### src/hdl/rv_pkg.sv
package rv_pkg;

    // ------------------------------------------------------------------
    // widths
    // ------------------------------------------------------------------
    localparam int XLEN    = 32;
    localparam int REG_AW  = 5;
    // word address into the instruction memory
    localparam int IMEM_AW = 10;

    // ------------------------------------------------------------------
    // opcodes of the supported subset
    // ------------------------------------------------------------------
    localparam logic [6:0] OP_OP     = 7'b0110011;
    localparam logic [6:0] OP_IMM    = 7'b0010011;
    localparam logic [6:0] OP_LUI    = 7'b0110111;
    localparam logic [6:0] OP_BRANCH = 7'b1100011;
    localparam logic [6:0] OP_JAL    = 7'b1101111;

    // funct3 for alu ops, shared by register and immediate forms
    localparam logic [2:0] F3_ADD = 3'b000;
    localparam logic [2:0] F3_SLL = 3'b001;
    localparam logic [2:0] F3_SLT = 3'b010;
    localparam logic [2:0] F3_XOR = 3'b100;
    localparam logic [2:0] F3_SRL = 3'b101;
    localparam logic [2:0] F3_OR  = 3'b110;
    localparam logic [2:0] F3_AND = 3'b111;

    // funct3 for branches
    localparam logic [2:0] F3_BEQ = 3'b000;
    localparam logic [2:0] F3_BNE = 3'b001;
    localparam logic [2:0] F3_BLT = 3'b100;
    localparam logic [2:0] F3_BGE = 3'b101;

    // alu operation select
    typedef enum logic [3:0] {
        ALU_ADD,
        ALU_SUB,
        ALU_AND,
        ALU_OR,
        ALU_XOR,
        ALU_SLT,
        ALU_SLL,
        ALU_SRL,
        ALU_PASS_B
    } alu_op_t;

    // ------------------------------------------------------------------
    // instruction word, register view and immediate view
    // ------------------------------------------------------------------
    typedef struct packed {
        logic [6:0]        funct7;
        logic [REG_AW-1:0] rs2;
        logic [REG_AW-1:0] rs1;
        logic [2:0]        funct3;
        logic [REG_AW-1:0] rd;
        logic [6:0]        opcode;
    } r_fmt_t;

    // hi_imm is imm[11:0] for I, {imm[12|10:5], rs2} for B
    typedef struct packed {
        logic [11:0]       hi_imm;
        logic [REG_AW-1:0] rs1;
        logic [2:0]        funct3;
        logic [4:0]        lo_imm;
        logic [6:0]        opcode;
    } bi_fmt_t;

    typedef union packed {
        r_fmt_t  r;
        bi_fmt_t bi;
    } instr_u;

endpackage
### src/hdl/id_ex_if.sv
`timescale 1ns/1ns

// decoded instruction, decode -> execute
interface id_ex_if
    import rv_pkg::*;
();
    logic              valid;
    logic [XLEN-1:0]   pc;
    logic [REG_AW-1:0] rs1_idx;
    logic [REG_AW-1:0] rs2_idx;
    logic [XLEN-1:0]   rs1_val;
    logic [XLEN-1:0]   rs2_val;
    logic [XLEN-1:0]   imm;
    logic [REG_AW-1:0] rd;
    logic              reg_write;
    logic              use_imm;
    alu_op_t           alu_op;
    logic              is_branch;
    logic              is_jal;
    logic [2:0]        funct3;

    modport producer (
        output valid, pc, rs1_idx, rs2_idx, rs1_val, rs2_val, imm, rd,
               reg_write, use_imm, alu_op, is_branch, is_jal, funct3
    );

    modport consumer (
        input valid, pc, rs1_idx, rs2_idx, rs1_val, rs2_val, imm, rd,
              reg_write, use_imm, alu_op, is_branch, is_jal, funct3
    );
endinterface

### src/hdl/decode_stage.sv
`timescale 1ns/1ns

module decode_stage
    import rv_pkg::*;
(
    input  logic              clk,
    input  logic              rst_n,
    input  logic              fd_valid,
    input  logic [XLEN-1:0]   fd_pc,
    input  instr_u            fd_instr,
    input  logic              redirect,
    input  logic              wb_en,
    input  logic [REG_AW-1:0] wb_rd,
    input  logic [XLEN-1:0]   wb_data,
    id_ex_if.producer         dx
);

    logic [XLEN-1:0] regs [0:(1 << REG_AW) - 1];
    logic [XLEN-1:0] imm_i;
    logic [XLEN-1:0] imm_b;
    logic [XLEN-1:0] imm_u;
    logic [XLEN-1:0] imm_j;
    logic [XLEN-1:0] imm;
    logic [XLEN-1:0] rs1_val;
    logic [XLEN-1:0] rs2_val;
    logic            reg_write;
    logic            use_imm;
    logic            is_branch;
    logic            is_jal;
    alu_op_t         alu_op;

    // ------------------------------------------------------------------
    // immediates
    // ------------------------------------------------------------------
    assign imm_i = {{20{fd_instr.bi.hi_imm[11]}}, fd_instr.bi.hi_imm};
    // imm[12|10:5] in hi_imm[11:5], imm[4:1|11] in lo_imm
    assign imm_b = {{20{fd_instr.bi.hi_imm[11]}}, fd_instr.bi.lo_imm[0],
                    fd_instr.bi.hi_imm[10:5], fd_instr.bi.lo_imm[4:1], 1'b0};
    assign imm_u = {fd_instr.r.funct7, fd_instr.r.rs2, fd_instr.r.rs1,
                    fd_instr.r.funct3, 12'b0};
    // imm[20|10:1|11|19:12]
    assign imm_j = {{12{fd_instr.r.funct7[6]}}, fd_instr.r.rs1, fd_instr.r.funct3,
                    fd_instr.r.rs2[0], fd_instr.r.funct7[5:0], fd_instr.r.rs2[4:1],
                    1'b0};

    // ------------------------------------------------------------------
    // control
    // ------------------------------------------------------------------
    always_comb begin
        reg_write = 1'b0;
        use_imm   = 1'b0;
        is_branch = 1'b0;
        is_jal    = 1'b0;
        alu_op    = ALU_ADD;
        imm       = imm_i;
        case (fd_instr.r.opcode)
            OP_OP: begin
                reg_write = 1'b1;
                case (fd_instr.r.funct3)
                    // funct7 bit 5 selects sub
                    F3_ADD:  alu_op = fd_instr.r.funct7[5] ? ALU_SUB : ALU_ADD;
                    F3_SLL:  alu_op = ALU_SLL;
                    F3_SLT:  alu_op = ALU_SLT;
                    F3_XOR:  alu_op = ALU_XOR;
                    F3_SRL:  alu_op = ALU_SRL;
                    F3_OR:   alu_op = ALU_OR;
                    F3_AND:  alu_op = ALU_AND;
                    default: reg_write = 1'b0;
                endcase
            end
            OP_IMM: begin
                reg_write = 1'b1;
                use_imm   = 1'b1;
                case (fd_instr.bi.funct3)
                    F3_ADD:  alu_op = ALU_ADD;
                    F3_SLT:  alu_op = ALU_SLT;
                    F3_XOR:  alu_op = ALU_XOR;
                    F3_OR:   alu_op = ALU_OR;
                    F3_AND:  alu_op = ALU_AND;
                    // immediate shifts not supported
                    default: reg_write = 1'b0;
                endcase
            end
            OP_LUI: begin
                reg_write = 1'b1;
                use_imm   = 1'b1;
                alu_op    = ALU_PASS_B;
                imm       = imm_u;
            end
            OP_BRANCH: begin
                imm = imm_b;
                case (fd_instr.bi.funct3)
                    F3_BEQ, F3_BNE, F3_BLT, F3_BGE: is_branch = 1'b1;
                    default:                        is_branch = 1'b0;
                endcase
            end
            OP_JAL: begin
                // link value formed in execute
                reg_write = 1'b1;
                is_jal    = 1'b1;
                imm       = imm_j;
            end
            default: ;
        endcase
    end

    // ------------------------------------------------------------------
    // register file, write-through from writeback
    // ------------------------------------------------------------------
    always_ff @(posedge clk) begin
        if (wb_en && wb_rd != '0)
            regs[wb_rd] <= wb_data;
    end

    always_comb begin
        if (fd_instr.r.rs1 == '0)
            rs1_val = '0;
        else if (wb_en && wb_rd == fd_instr.r.rs1)
            rs1_val = wb_data;
        else
            rs1_val = regs[fd_instr.r.rs1];
        if (fd_instr.r.rs2 == '0)
            rs2_val = '0;
        else if (wb_en && wb_rd == fd_instr.r.rs2)
            rs2_val = wb_data;
        else
            rs2_val = regs[fd_instr.r.rs2];
    end

    // ------------------------------------------------------------------
    // decode/execute register
    // ------------------------------------------------------------------
    always_ff @(posedge clk or negedge rst_n) begin
        if (!rst_n)
            dx.valid <= 1'b0;
        else
            dx.valid <= fd_valid && !redirect;
    end

    always_ff @(posedge clk) begin
        dx.pc        <= fd_pc;
        dx.rs1_idx   <= fd_instr.r.rs1;
        dx.rs2_idx   <= fd_instr.r.rs2;
        dx.rs1_val   <= rs1_val;
        dx.rs2_val   <= rs2_val;
        dx.imm       <= imm;
        dx.rd        <= fd_instr.r.rd;
        dx.reg_write <= reg_write;
        dx.use_imm   <= use_imm;
        dx.alu_op    <= alu_op;
        dx.is_branch <= is_branch;
        dx.is_jal    <= is_jal;
        dx.funct3    <= fd_instr.r.funct3;
    end

    // x0 never comes back as a writeback target, forwarded x0 stays zero
    a_x0_zero: assert property (@(posedge clk) disable iff (!rst_n)
        wb_en |-> wb_rd != '0);

endmodule

### src/flat_wrapper.sv
// flat-port wrapper written by rule: the top's interface ports become plain ports
module decode_stage_flat import rv_pkg::*;
  (clk, rst_n, fd_valid, fd_pc, fd_instr, redirect, wb_en, wb_rd, wb_data, dx_valid, dx_pc, dx_rs1_idx, dx_rs2_idx, dx_rs1_val, dx_rs2_val, dx_imm, dx_rd, dx_reg_write, dx_use_imm, dx_alu_op, dx_is_branch, dx_is_jal, dx_funct3);
  id_ex_if dx_i ();
  input  logic clk;
  input  logic rst_n;
  input  logic fd_valid;
  input  logic [XLEN-1:0] fd_pc;
  input  instr_u fd_instr;
  input  logic redirect;
  input  logic wb_en;
  input  logic [REG_AW-1:0] wb_rd;
  input  logic [XLEN-1:0] wb_data;
  output wire logic [$bits(dx_i.valid)-1:0] dx_valid;
  output wire logic [$bits(dx_i.pc)-1:0] dx_pc;
  output wire logic [$bits(dx_i.rs1_idx)-1:0] dx_rs1_idx;
  output wire logic [$bits(dx_i.rs2_idx)-1:0] dx_rs2_idx;
  output wire logic [$bits(dx_i.rs1_val)-1:0] dx_rs1_val;
  output wire logic [$bits(dx_i.rs2_val)-1:0] dx_rs2_val;
  output wire logic [$bits(dx_i.imm)-1:0] dx_imm;
  output wire logic [$bits(dx_i.rd)-1:0] dx_rd;
  output wire logic [$bits(dx_i.reg_write)-1:0] dx_reg_write;
  output wire logic [$bits(dx_i.use_imm)-1:0] dx_use_imm;
  output wire logic [$bits(dx_i.alu_op)-1:0] dx_alu_op;
  output wire logic [$bits(dx_i.is_branch)-1:0] dx_is_branch;
  output wire logic [$bits(dx_i.is_jal)-1:0] dx_is_jal;
  output wire logic [$bits(dx_i.funct3)-1:0] dx_funct3;
  assign dx_valid = dx_i.valid;
  assign dx_pc = dx_i.pc;
  assign dx_rs1_idx = dx_i.rs1_idx;
  assign dx_rs2_idx = dx_i.rs2_idx;
  assign dx_rs1_val = dx_i.rs1_val;
  assign dx_rs2_val = dx_i.rs2_val;
  assign dx_imm = dx_i.imm;
  assign dx_rd = dx_i.rd;
  assign dx_reg_write = dx_i.reg_write;
  assign dx_use_imm = dx_i.use_imm;
  assign dx_alu_op = dx_i.alu_op;
  assign dx_is_branch = dx_i.is_branch;
  assign dx_is_jal = dx_i.is_jal;
  assign dx_funct3 = dx_i.funct3;
  decode_stage u_core (.clk(clk), .rst_n(rst_n), .fd_valid(fd_valid), .fd_pc(fd_pc), .fd_instr(fd_instr), .redirect(redirect), .wb_en(wb_en), .wb_rd(wb_rd), .wb_data(wb_data), .dx(dx_i));
endmodule
### config.mk
export PLATFORM = sky130hd
export DESIGN_NAME = decode_stage_flat
export DESIGN_NICKNAME = d
export VERILOG_FILES = /design/src/hdl/rv_pkg.sv /design/src/hdl/id_ex_if.sv /design/src/hdl/decode_stage.sv /design/src/flat_wrapper.sv
export SDC_FILE = /design/constraint.sdc
export NUM_CORES = 1
export LEC_CHECK = 0
export ABC_AREA = 1
export BUFFER_PORTS_ARGS = -buffer_cell sky130_fd_sc_hd__buf_4
export CAP_MARGIN = 40
export CELL_PAD_IN_SITES_DETAIL_PLACEMENT = 1
export CELL_PAD_IN_SITES_GLOBAL_PLACEMENT = 1
export CORE_AREA = 2 2 369 371
export CTS_BUF_LIST = sky130_fd_sc_hd__clkbuf_4 sky130_fd_sc_hd__clkbuf_8
export DETAILED_ROUTE_END_ITERATION = 8
export DIE_AREA = 0 0 371 373
export GPL_TIMING_DRIVEN = 0
export PLACE_DENSITY_LB_ADDON = 0.1
export REMOVE_ABC_BUFFERS = 1
export SYNTH_ARGS = -nofsm -noshare
export SYNTH_HDL_FRONTEND = slang
export SYNTH_SLANG_ARGS = --single-unit
### constraint.sdc
create_clock -name clk -period 1.95 [get_ports clk]
set_input_delay 0.0975 -clock clk [delete_from_list [all_inputs] [get_ports clk]]
set_output_delay 0.0975 -clock clk [all_outputs]
set_load 0.005 [all_outputs]
# == After elaboration in Yosys (flattened, before gate mapping) ==
# Memories as Yosys holds them, arrays and structs flattened. A register that Yosys moved wholly into a read port is not among the register bits.
# Index checks and enable logic that the tools add are counted.
# op_classes
reduce_logical,12
eq_ne,11
muxes,13
# ops
cell,count
$pmux W31 S3,1
$pmux W4 S7,1
$eq A7 B6 Y1 const B,2
$eq A7 B7 Y1 const B,2
$eq A3 B3 Y1 const B,4
$pmux W3 S4,1
$pmux W4 S3,1
$logic_not A5 Y1,2
$mux W1,8
$eq A7 B5 Y1 const B,1
$reduce_or A7 Y1,1
$reduce_bool A5 Y1,1
$reduce_or A5 Y1,1
$reduce_or A2 Y1,2
$reduce_or A4 Y1,1
$eq A3 B1 Y1 const B,1
$eq A3 B2 Y1 const B,1
$logic_not A3 Y1,1
$pmux W1 S3,1
$logic_and A1 B1 Y1,2
$logic_not A1 Y1,1
# word_totals
reg_bits,91
n_memories,1
mem_bits_rw,1024
# memory_table
name,words,width,rd,rd_clocked_by_memory_dff,write_ports,line,source
u_core.regs,32,32,2,2,1,decode_stage.sv:18,logic [XLEN-1:0] regs [0:(1 << REG_AW) - 1];

# == Longest topological paths before layout ==
# Gate-level depths: netlist (run 1).
# logic_depth
word_depth,4
mapped_depth,13
depth_no_buf,11

# == Worst setup path after synthesis (run 1) ==
# No wires, ideal clock.
# synth_path
path_type,input to register
from,input wb_rd[4]
to,"memory u_core.regs[12][0], enable pin"
path_slack_ns,-0.593
setup_ns,0.421
path_stages,7
arrival_ns,2.122
t_required_ns,1.529
cell_sequence,buf_2 -> inv_1 -> nand3_1 -> o21ai_1 -> inv_1 -> nand2_1 -> nor2_1
# synth_via
elab_chain_len,4
# synth_lines
element,line,source
from (decl),flat_wrapper.sv:12,input logic [REG_AW-1:0] wb_rd;
$reduce_bool A5 Y1,decode_stage.sv:111,if (wb_en && wb_rd != '0)
$logic_and A1 B1 Y1,decode_stage.sv:111,
$mux W1,decode_stage.sv:111,
$mux W1 (not written as such),decode_stage.sv:112,regs[wb_rd] <= wb_data;
to (decl),decode_stage.sv:18,
# Parallel ways exist; a longest one is shown, timed or not.

# == Worst setup path in the final report (run 1) ==
# layout_path
from,input fd_instr[20] (netlist name)
to,"register u_core.dx.rs2_val[5], read port of u_core.regs"
# layout_via
elab_chain_len,1
# layout_lines
element,line,source
from (decl),flat_wrapper.sv:9,input instr_u fd_instr;
$logic_not A5 Y1,decode_stage.sv:122,if (fd_instr.r.rs2 == '0)
to (decl),id_ex_if.sv:23,"output valid, pc, rs1_idx, rs2_idx, rs1_val, rs2_val, imm, rd,"
# Parallel ways exist; a longest one is shown, timed or not.
# A chain may end at the register's enable or synchronous reset.

==> metrics.md, run 1 <==
| Metric | Value |
|---|---|
| Status | finished, violations left |
| Failing checks | negative setup slack |
| DP Worst Slack | -1990 ps |
| Vias | 51.3k |
| Final wirelength | 240000 um |
| Fin crit period | 2010 ps |
| Final GP Congestion | 0.791 |
| First-pass GRT wire length | 340000 um |
| Number of global-route vias before repair | 51.7k |
| Initial Utilization | 0.428 |
| IO buf count | 260 |
| Tightest Hold Check Type | in -> reg |
| Post-DRT Antenna Nets | 0 |
| CP max stage cell | buf_16 |
| Clock Sinks | 1179 |
| Congestion Overflow GR | 0 |
| Rows | 135 |
| Setup TNS | -295 ps |
| Final period util | 1.03 |
| Final Power | 59.5 mW |
| Antenna violations before repair | 11 |
| R2R Setup Slk | 170 ps |
| Ports | 261 |
| CP Capture Type | register |
| Detailed Routing Iterations Pass 1 | 5 |
| Most area-hungry cell type in the Yosys netlist | edfxtp_1 |
| CTS Buf Count | 207 |
| Critical path launch point type | primary input |
| Post-route insts no fill | 8758 |
| Area contributors post-synth | edfxtp_1, nand2_1, nand3_1 |
| Worst Skew | 30.2 ps |
| Post-synth EDFFs | 1024 |
| Setup violators final | 15 |
| WL/cell | 27.4 um |
| RSZ-0062 raised after global routing | false |
| Die Wd | 371 um |
| Data arrival, critical path | 2830 ps |
| Mean post-synth cell area | 9.06 um^2 |
| Maximum capacitance violations | 0 |
| Die ar. | 138000 um^2 |
| Synth top area share | 0.534 |
| Post-synth top cells | nand2_1, edfxtp_1, nand3_1, inv_1, nor2_1 |
| Mapped Area | 57600 um^2 |
| CP most frequent cell | nand2_1 |
| DRC Markers | 0 |
| Fmax | 0.497 GHz |
| CTS root buffer | clkbuf_8 |
| Vias/cell | 5.85 |
| Die Y | 373 um |
| Final hold viol count | 0 |
| Pwr per Cell Area | 846 nW/um^2 |
| Inst Count DP | 8101 |
| CTS tree | done |
| H-tree Lvls | 4 |
| Flop and latch count out of synthesis | 1179 |
| Top cell family by delay on the critical path | buffers and inverters |
| Crit Path Class | in -> reg |
| Gr usage total | 0.335 |
| Ys async rst share | 0.000848 |
| CTS Buffer Depth | 3 |
| Slew of the pin with the lowest slew margin | 994 ps |
| Maximum fanout along the worst path | 84 |
| Initial DRC count | 5118 |
| Largest net degree at the start of global routing | 139 |
| Core box area | 135000 um^2 |
| Post-Synthesis Cells | 6353 |
| VDD IR max | 0.745 mV |
| Ys Warns | 0 |
| DPL Wire Length | 128000 um |
| Final worst slack | -62.2 ps |
| Final Hold Slack | 23.1 ps |
| Fraction of layout cells with a size suffix above 1 | 0.148 |
| Post-synth cell types | 34 |
| Most common cell in the netlist | nand2_1 |
| Static Leak | 28.3 nW |
| Main flop type after synthesis | edfxtp_1 |
| Crit path largest cell delay | 330 ps |
| Post-synthesis sequential area ratio | 0.588 |
| Reg clk slew, reported paths | 70 ps |
| Worst skew pair latency | 950 ps |
| Cell Chain, Critical Path | buf_16 > buf_16 > inv_16 > buf_16 > clkbuf_16 > nand2_1 > nand3_1 > nand3_1 > nand2_1 > a21oi_1 > nand2_1 > nand2_1 > a21oi_2 |
| Worst Path Required | 2770 ps |
| Final nets | 6898 |
| Slew Limit Fails | 0 |
| Slew Limit Headroom | 0.335 |
| Synth-to-Final Area Change | 22.3% |
| Critical path buffer and inverter count | 5 |
==> area by class of cell <==
| class | instances | area [um^2] |
|---|---|---|
| antenna | 4 | 10.0 |
| tap | 1781 | 2230 |
| inverter | 573 | 2240 |
| clock inverter | 60 | 393 |
| timing repair buffer | 649 | 8050 |
| multi-input combinational | 4182 | 19700 |
| clock buffer | 330 | 3990 |
| sequential | 1179 | 33900 |
| fill | 14989 | 64200 |
==> repair_timing <==
| action | CTS | global route |
|---|---|---|
| resized for setup | 10 | 9 |
| endpoints found under the hold margin | 1276 | 5 |
| pin swaps | 3 | 4 |
| gates cloned | 7 | 6 |
| setup buffers | 9 | 8 |
| setup endpoints to repair | 64 | 97 |
| hold buffers | 229 | 3 |
==> worst min-delay path, stage by stage <==
cell and delay (ps):
buf_8 150, nand3_1 140, nand3_1 90, nand2_1 90, a21oi_2 60, nand2_1 50
nand2_1 50, a21oi_2 140
==> cells in the final DEF (no fill, tap or decap), drive strengths merged, types with 62 or more instances in the layout <==
cell / synthesis / final
or2: 62 / 62
clkbuf: 157 / 336
nand2: 1587 / 1587
dfxtp: 154 / 154
inv: 571 / 575
o21ai: 501 / 501
o211ai: 213 / 213
edfxtp: 1024 / 1024
nand3: 972 / 972
buf: 293 / 421
nor2: 522 / 522
dlygate4sd3: 0 / 215
a21oi: 263 / 263
==> metrics by stage <==
stage          cell area [um^2]  utilization
2_1_floorplan             55400            -
3_3_place_gp              59500        0.442
3_5_place_dp              62900        0.467
4_1_cts                   70100        0.521
5_1_grt                   70400        0.523
6_report                  70400        0.523
==> logic make-up after synthesis <==
logic type      Yosys count  synth area share
simple gates           3166             0.232
flops                  1179             0.588
buf+inv                1023            0.0777
compound gates          979             0.102
xor+xnor                  5          0.000761
other cells               1         0.0000651
==> sequential cells by signal (all words and copies together) (netlist names), 4 cells and up <==
name and cells:
u_core.dx.alu_op 4, u_core.dx.imm 32, u_core.dx.pc 32, u_core.dx.rd 5
u_core.dx.rs1_idx 5, u_core.dx.rs1_val 32, u_core.dx.rs2_idx 5, u_core.dx.rs2_val 32
u_core.regs 1024
==> layer usage <==
metal	global-route usage	wire length, um
met1	0.442	97200
met2	0.544	112000
met3	0.0604	20500
met4	0.137	10100
met5	0	46
==> final timing paths <==
kind	depth (start not counted)	end	start
setup / recovery	13	u_core.dx.rs2_val[5]$_SDFF_PN0_	fd_instr[20]
hold / removal	8	u_core.dx.rs2_val[16]$_SDFF_PN0_	fd_instr[21]
setup reg to reg	8	u_core.dx.rs1_val[22]$_SDFF_PN0_	u_core.regs[24][22]$_DFFE_PP_
hold reg to reg	6	u_core.dx.rs2_val[28]$_SDFF_PN0_	u_core.regs[28][28]$_DFFE_PP_
max in group asynchronous	4	u_core.dx.valid$_DFF_PN0_	rst_n
min in group asynchronous	4	u_core.dx.valid$_DFF_PN0_	rst_n
==> report_power, final <==
group	total (mW)	switching (mW)	internal, mW
Sequential	28.2	0.210	28.0
Clock	24.2	10.8	13.4
Combinational	7.16	4.69	2.47
Total	59.5	15.7	43.8
Note: power is estimated with default switching activity, not from simulation.
==> run 2, diff against run 1 <==
ABC_AREA = not set   (was 1)
CORE_AREA = 2 2 334 369   (was 2 2 369 371)
DIE_AREA = 0 0 336 371   (was 0 0 371 373)
GPL_ROUTABILITY_DRIVEN = 0   (was not set)
==> run 2 against run 1 <==
  * The flow finishes with violations (negative hold slack, negative setup slack)
  * Cell count down 40%
  * Utilization up 0.91 points
  * Combinational power down 20%
  * Clock-buffer cell count down 40
  * Synthesized area down 10%
  * Register-to-register slack worse by 190 ps
  * Critical path depth down 4
  * Sequential power about the same
  * First-iteration DRC count down 24%
  * Sequential share of layout area up 4.5 points
  * Synthesized cell count down 56%
==> metrics.md, run 2 <==
| Metric | Value |
|---|---|
| Flip-flop count of the largest register after layout | 1024 |
| Commonest non-fill, non-tap cell in the layout | edfxtp_1 |
| Mean post-synth cell area | 18.4 um^2 |
| Final hold viol count | 2 |
| Final Cell Area | 64300 um^2 |
| Maximum capacitance violations | 0 |
| Post-DRT Antenna Nets | 0 |
| Initial Utilization | 0.428 |
| Area share of fa/ha/maj cells after synthesis | 0 |
| Die Wd | 336 um |
| Largest net degree at the start of global routing | 80 |
| Synth-to-Final Area Change | 24.4% |
| R2R cell count | 4 |
| Post-synth top cells | edfxtp_1, mux4_2, mux2i_1, dfxtp_1, clkbuf_1 |
| Most area-hungry cell type in the Yosys netlist | edfxtp_1 |
| DPL Wire Length | 111000 um |
| Post-synthesis simple-gate area fraction | 0.0189 |
| Share of total power in combinational logic | 0.102 |
| Largest family of logic cells by synthesized area | multiplexers |
| Reg clk slew, reported paths | 60 ps |
| Slew of the pin with the lowest slew margin | 971 ps |
| Data arrival, critical path | 2990 ps |
| Final Hold Slack | -56.7 ps |
| Worst Path Required | 2810 ps |
| R2R Setup Slk | -20 ps |
| Ports | 261 |
| Congestion Overflow GR | 0 |
| Critical R2R Launch | u_core.regs[10][25]$_DFFE_PP_ |
| Fillers | 10.9k |
| Worst Setup SP | fd_instr[24] |
| CTS root buffer | clkbuf_8 |
| Worst skew pair latency | 930 ps |
| Most common cell in the netlist | edfxtp_1 |
| Mux cell area share after synthesis | 0.230 |
| Mapped Area | 51700 um^2 |
| Sequential share of power | 0.501 |
| Ys Warns | 0 |
| P_sw | 13.6 mW |
| Clock Sinks | 1179 |
| CTS tree | done |
| Static Leak | 22.3 nW |
| Area contributors post-synth | edfxtp_1, mux4_2, dfxtp_1 |
| Vias/cell | 6.35 |
| Largest Register | u_core.regs |
| Vias | 33.2k |
| Setup violators final | 72 |
| Post-synth cell types | 63 |
| Ys async rst share | 0.000848 |
| Failing checks | negative hold slack, negative setup slack |
| Pwr per Cell Area | 877 nW/um^2 |
| Crit Reg-Reg Endpoint | u_core.dx.rs2_val[25]$_SDFF_PN0_ |
| Tightest Hold Check Type | in -> reg |
| CP Capture Type | register |
| Main flop type after synthesis | edfxtp_1 |
| Rows | 134 |
| First-pass GRT wire length | 264000 um |
| VDD IR max | 0.610 mV |
| Worst Skew | 32.3 ps |
| Slew Limit Headroom | 0.351 |
| Initial DRC count | 3903 |
| Post-synth EDFFs | 1024 |
| Wl on met1 | 74100 um |
| WL/cell | 36.4 um |
| CTS Buf Count | 195 |
| Detailed Routing Iterations Pass 1 | 5 |
| Synth top area share | 0.594 |
| Routed wl met2 | 95400 um |
| Core box area | 121000 um^2 |
| Post-synthesis sequential area ratio | 0.655 |
| RSZ-0062 raised after global routing | true |
| Fin crit period | 2130 ps |
| Clock Power Share | 0.397 |
| Final worst slack | -178 ps |
| Maximum fanout along the worst path | 36 |
| Flop and latch count out of synthesis | 1179 |
| Final wirelength | 190000 um |
| Slew Limit Fails | 0 |
| Post-DP Area | 57800 um^2 |
| CTS Buffer Depth | 3 |
| Post-Synth XOR/XNOR Area | 0.00186 |
| Gr usage total | 0.302 |
| Status | finished, violations left |
| Die Y | 371 um |
| DRC Markers | 0 |
| Crit Path Class | in -> reg |
| Most frequent cells in the layout | edfxtp_1, mux4_2, mux2i_1 |
| Internal Power | 42.8 mW |
| Critical path launch point type | primary input |
| Fmax | 0.470 GHz |
| Highest Signal Layer | met5 |
| IO buf count | 260 |
| Die ar. | 125000 um^2 |
| Final Power | 56.5 mW |
| Post-Synthesis Cells | 2815 |
| Antenna violations before repair | 9 |
| Final period util | 1.09 |
| Sw frac | 0.242 |
| Fraction of layout cells with a size suffix above 1 | 0.341 |
| Number of global-route vias before repair | 35.2k |
| Compound-Gate Fraction of Synth Area | 0.0700 |
| H-tree Lvls | 4 |
| Worst setup path end | u_core.dx.rs2_val[5]$_SDFF_PN0_ |
| Final nets | 3533 |
| DR WL met3 | 13400 um |
==> run 2: cell types whose count changed after synthesis, moves of 111 or more <==
cell,before,now
o21ai_1,142,0
a21oi_2,112,1
buf_2,174,58
nor2_1,520,50
mux2i_1,0,295
nand3_1,971,3
inv_1,566,4
o21ai_0,359,57
o211ai_1,213,0
mux4_2,0,353
nand2_1,1586,69
==> run 2: worst max-delay path, cell delays in order <==
cell and delay, ps:
dlygate4sd3_1 540, buf_4 170, buf_16 200, xnor2_1 300, nand3_1 170, nor4_4 250, buf_4 280, dlygate4sd3_1 730
a32o_1 180
==> run 2: timing repair <==
item | CTS | global route
resized for setup | 13 | 25
hold endpoints to repair | 1283 | 37
endpoints found under the setup margin | 53 | 74
pin swaps | 1 | 7
hold buffers | 182 | 9
cloned | 8 | 5
setup buffers | 2 | 17
==> run 2: power groups by stage <==
stage / clock (mW) / sequential [mW] / combinational, mW
detailed placement: 0 / 28.8 / 5.12
global route: 24.0 / 28.3 / 6.03
CTS: 22.8 / 28.2 / 5.62
finish: 22.4 / 28.3 / 5.76
global placement: 0 / 28.8 / 5.01
floorplan: 0 / 28.7 / 2.10
==> run 2: metrics by stage <==
step,TNS [ps],instances,setup WS [ps],utilization
2_1_floorplan,-407960,2617,-1460,-
3_3_place_gp,-4288690,4509,-15870,0.452
3_5_place_dp,-518260,4636,-1980,0.478
4_1_cts,-469,5191,-56.5,0.529
5_1_grt,-239,5226,-92.8,0.532
6_report,-3370,5227,-178,0.532
==> run 2: cell type report <==
| class | count | area (um^2) | share of cell area |
|---|---|---|---|
| flip-flops and latches | 1179 | 33900 | 0.526 |
| multi-input cells | 1431 | 17100 | 0.265 |
| repair buffers | 613 | 7360 | 0.114 |
| clock buffers | 290 | 3540 | 0.0550 |
| well taps | 1632 | 2040 | 0.0317 |
| clock inverters | 73 | 457 | 0.00710 |
| inverters | 7 | 30.0 | 0.000467 |
| diodes | 2 | 5.00 | 0.0000778 |
==> run 2: how the worst min path moves through the flow <==
stage                     start                          endpoint  slack [ps]  depth (start not counted)
final                     wb_en  u_core.dx.rs2_val[18]$_SDFF_PN0_         -60                          5
after global routing      wb_en  u_core.dx.rs2_val[18]$_SDFF_PN0_         -80                          5
after CTS                 wb_en  u_core.dx.rs2_val[18]$_SDFF_PN0_        -170                          5
after detailed placement  rst_n         u_core.dx.valid$_DFF_PN0_        -130                          1
after global placement    rst_n         u_core.dx.valid$_DFF_PN0_        -130                          1
after floorplan           rst_n         u_core.dx.valid$_DFF_PN0_        -200                          0
==> run 2: kinds of logic after synthesis <==
group,Yosys count
AOI/OAI and AO/OA,485
xor gates and xnor gates,11
buffers and inverters,236
DFF,1179
muxes,706
other,1
and+or+nand+nor,197
==> run 2: layer usage <==
layer | global-route usage | vias to the layer above
met5 | 0 | -
met4 | 0.127 | 6
met3 | 0.0516 | 398
met2 | 0.512 | 1674
met1 | 0.385 | 17894
li1 | - | 13226
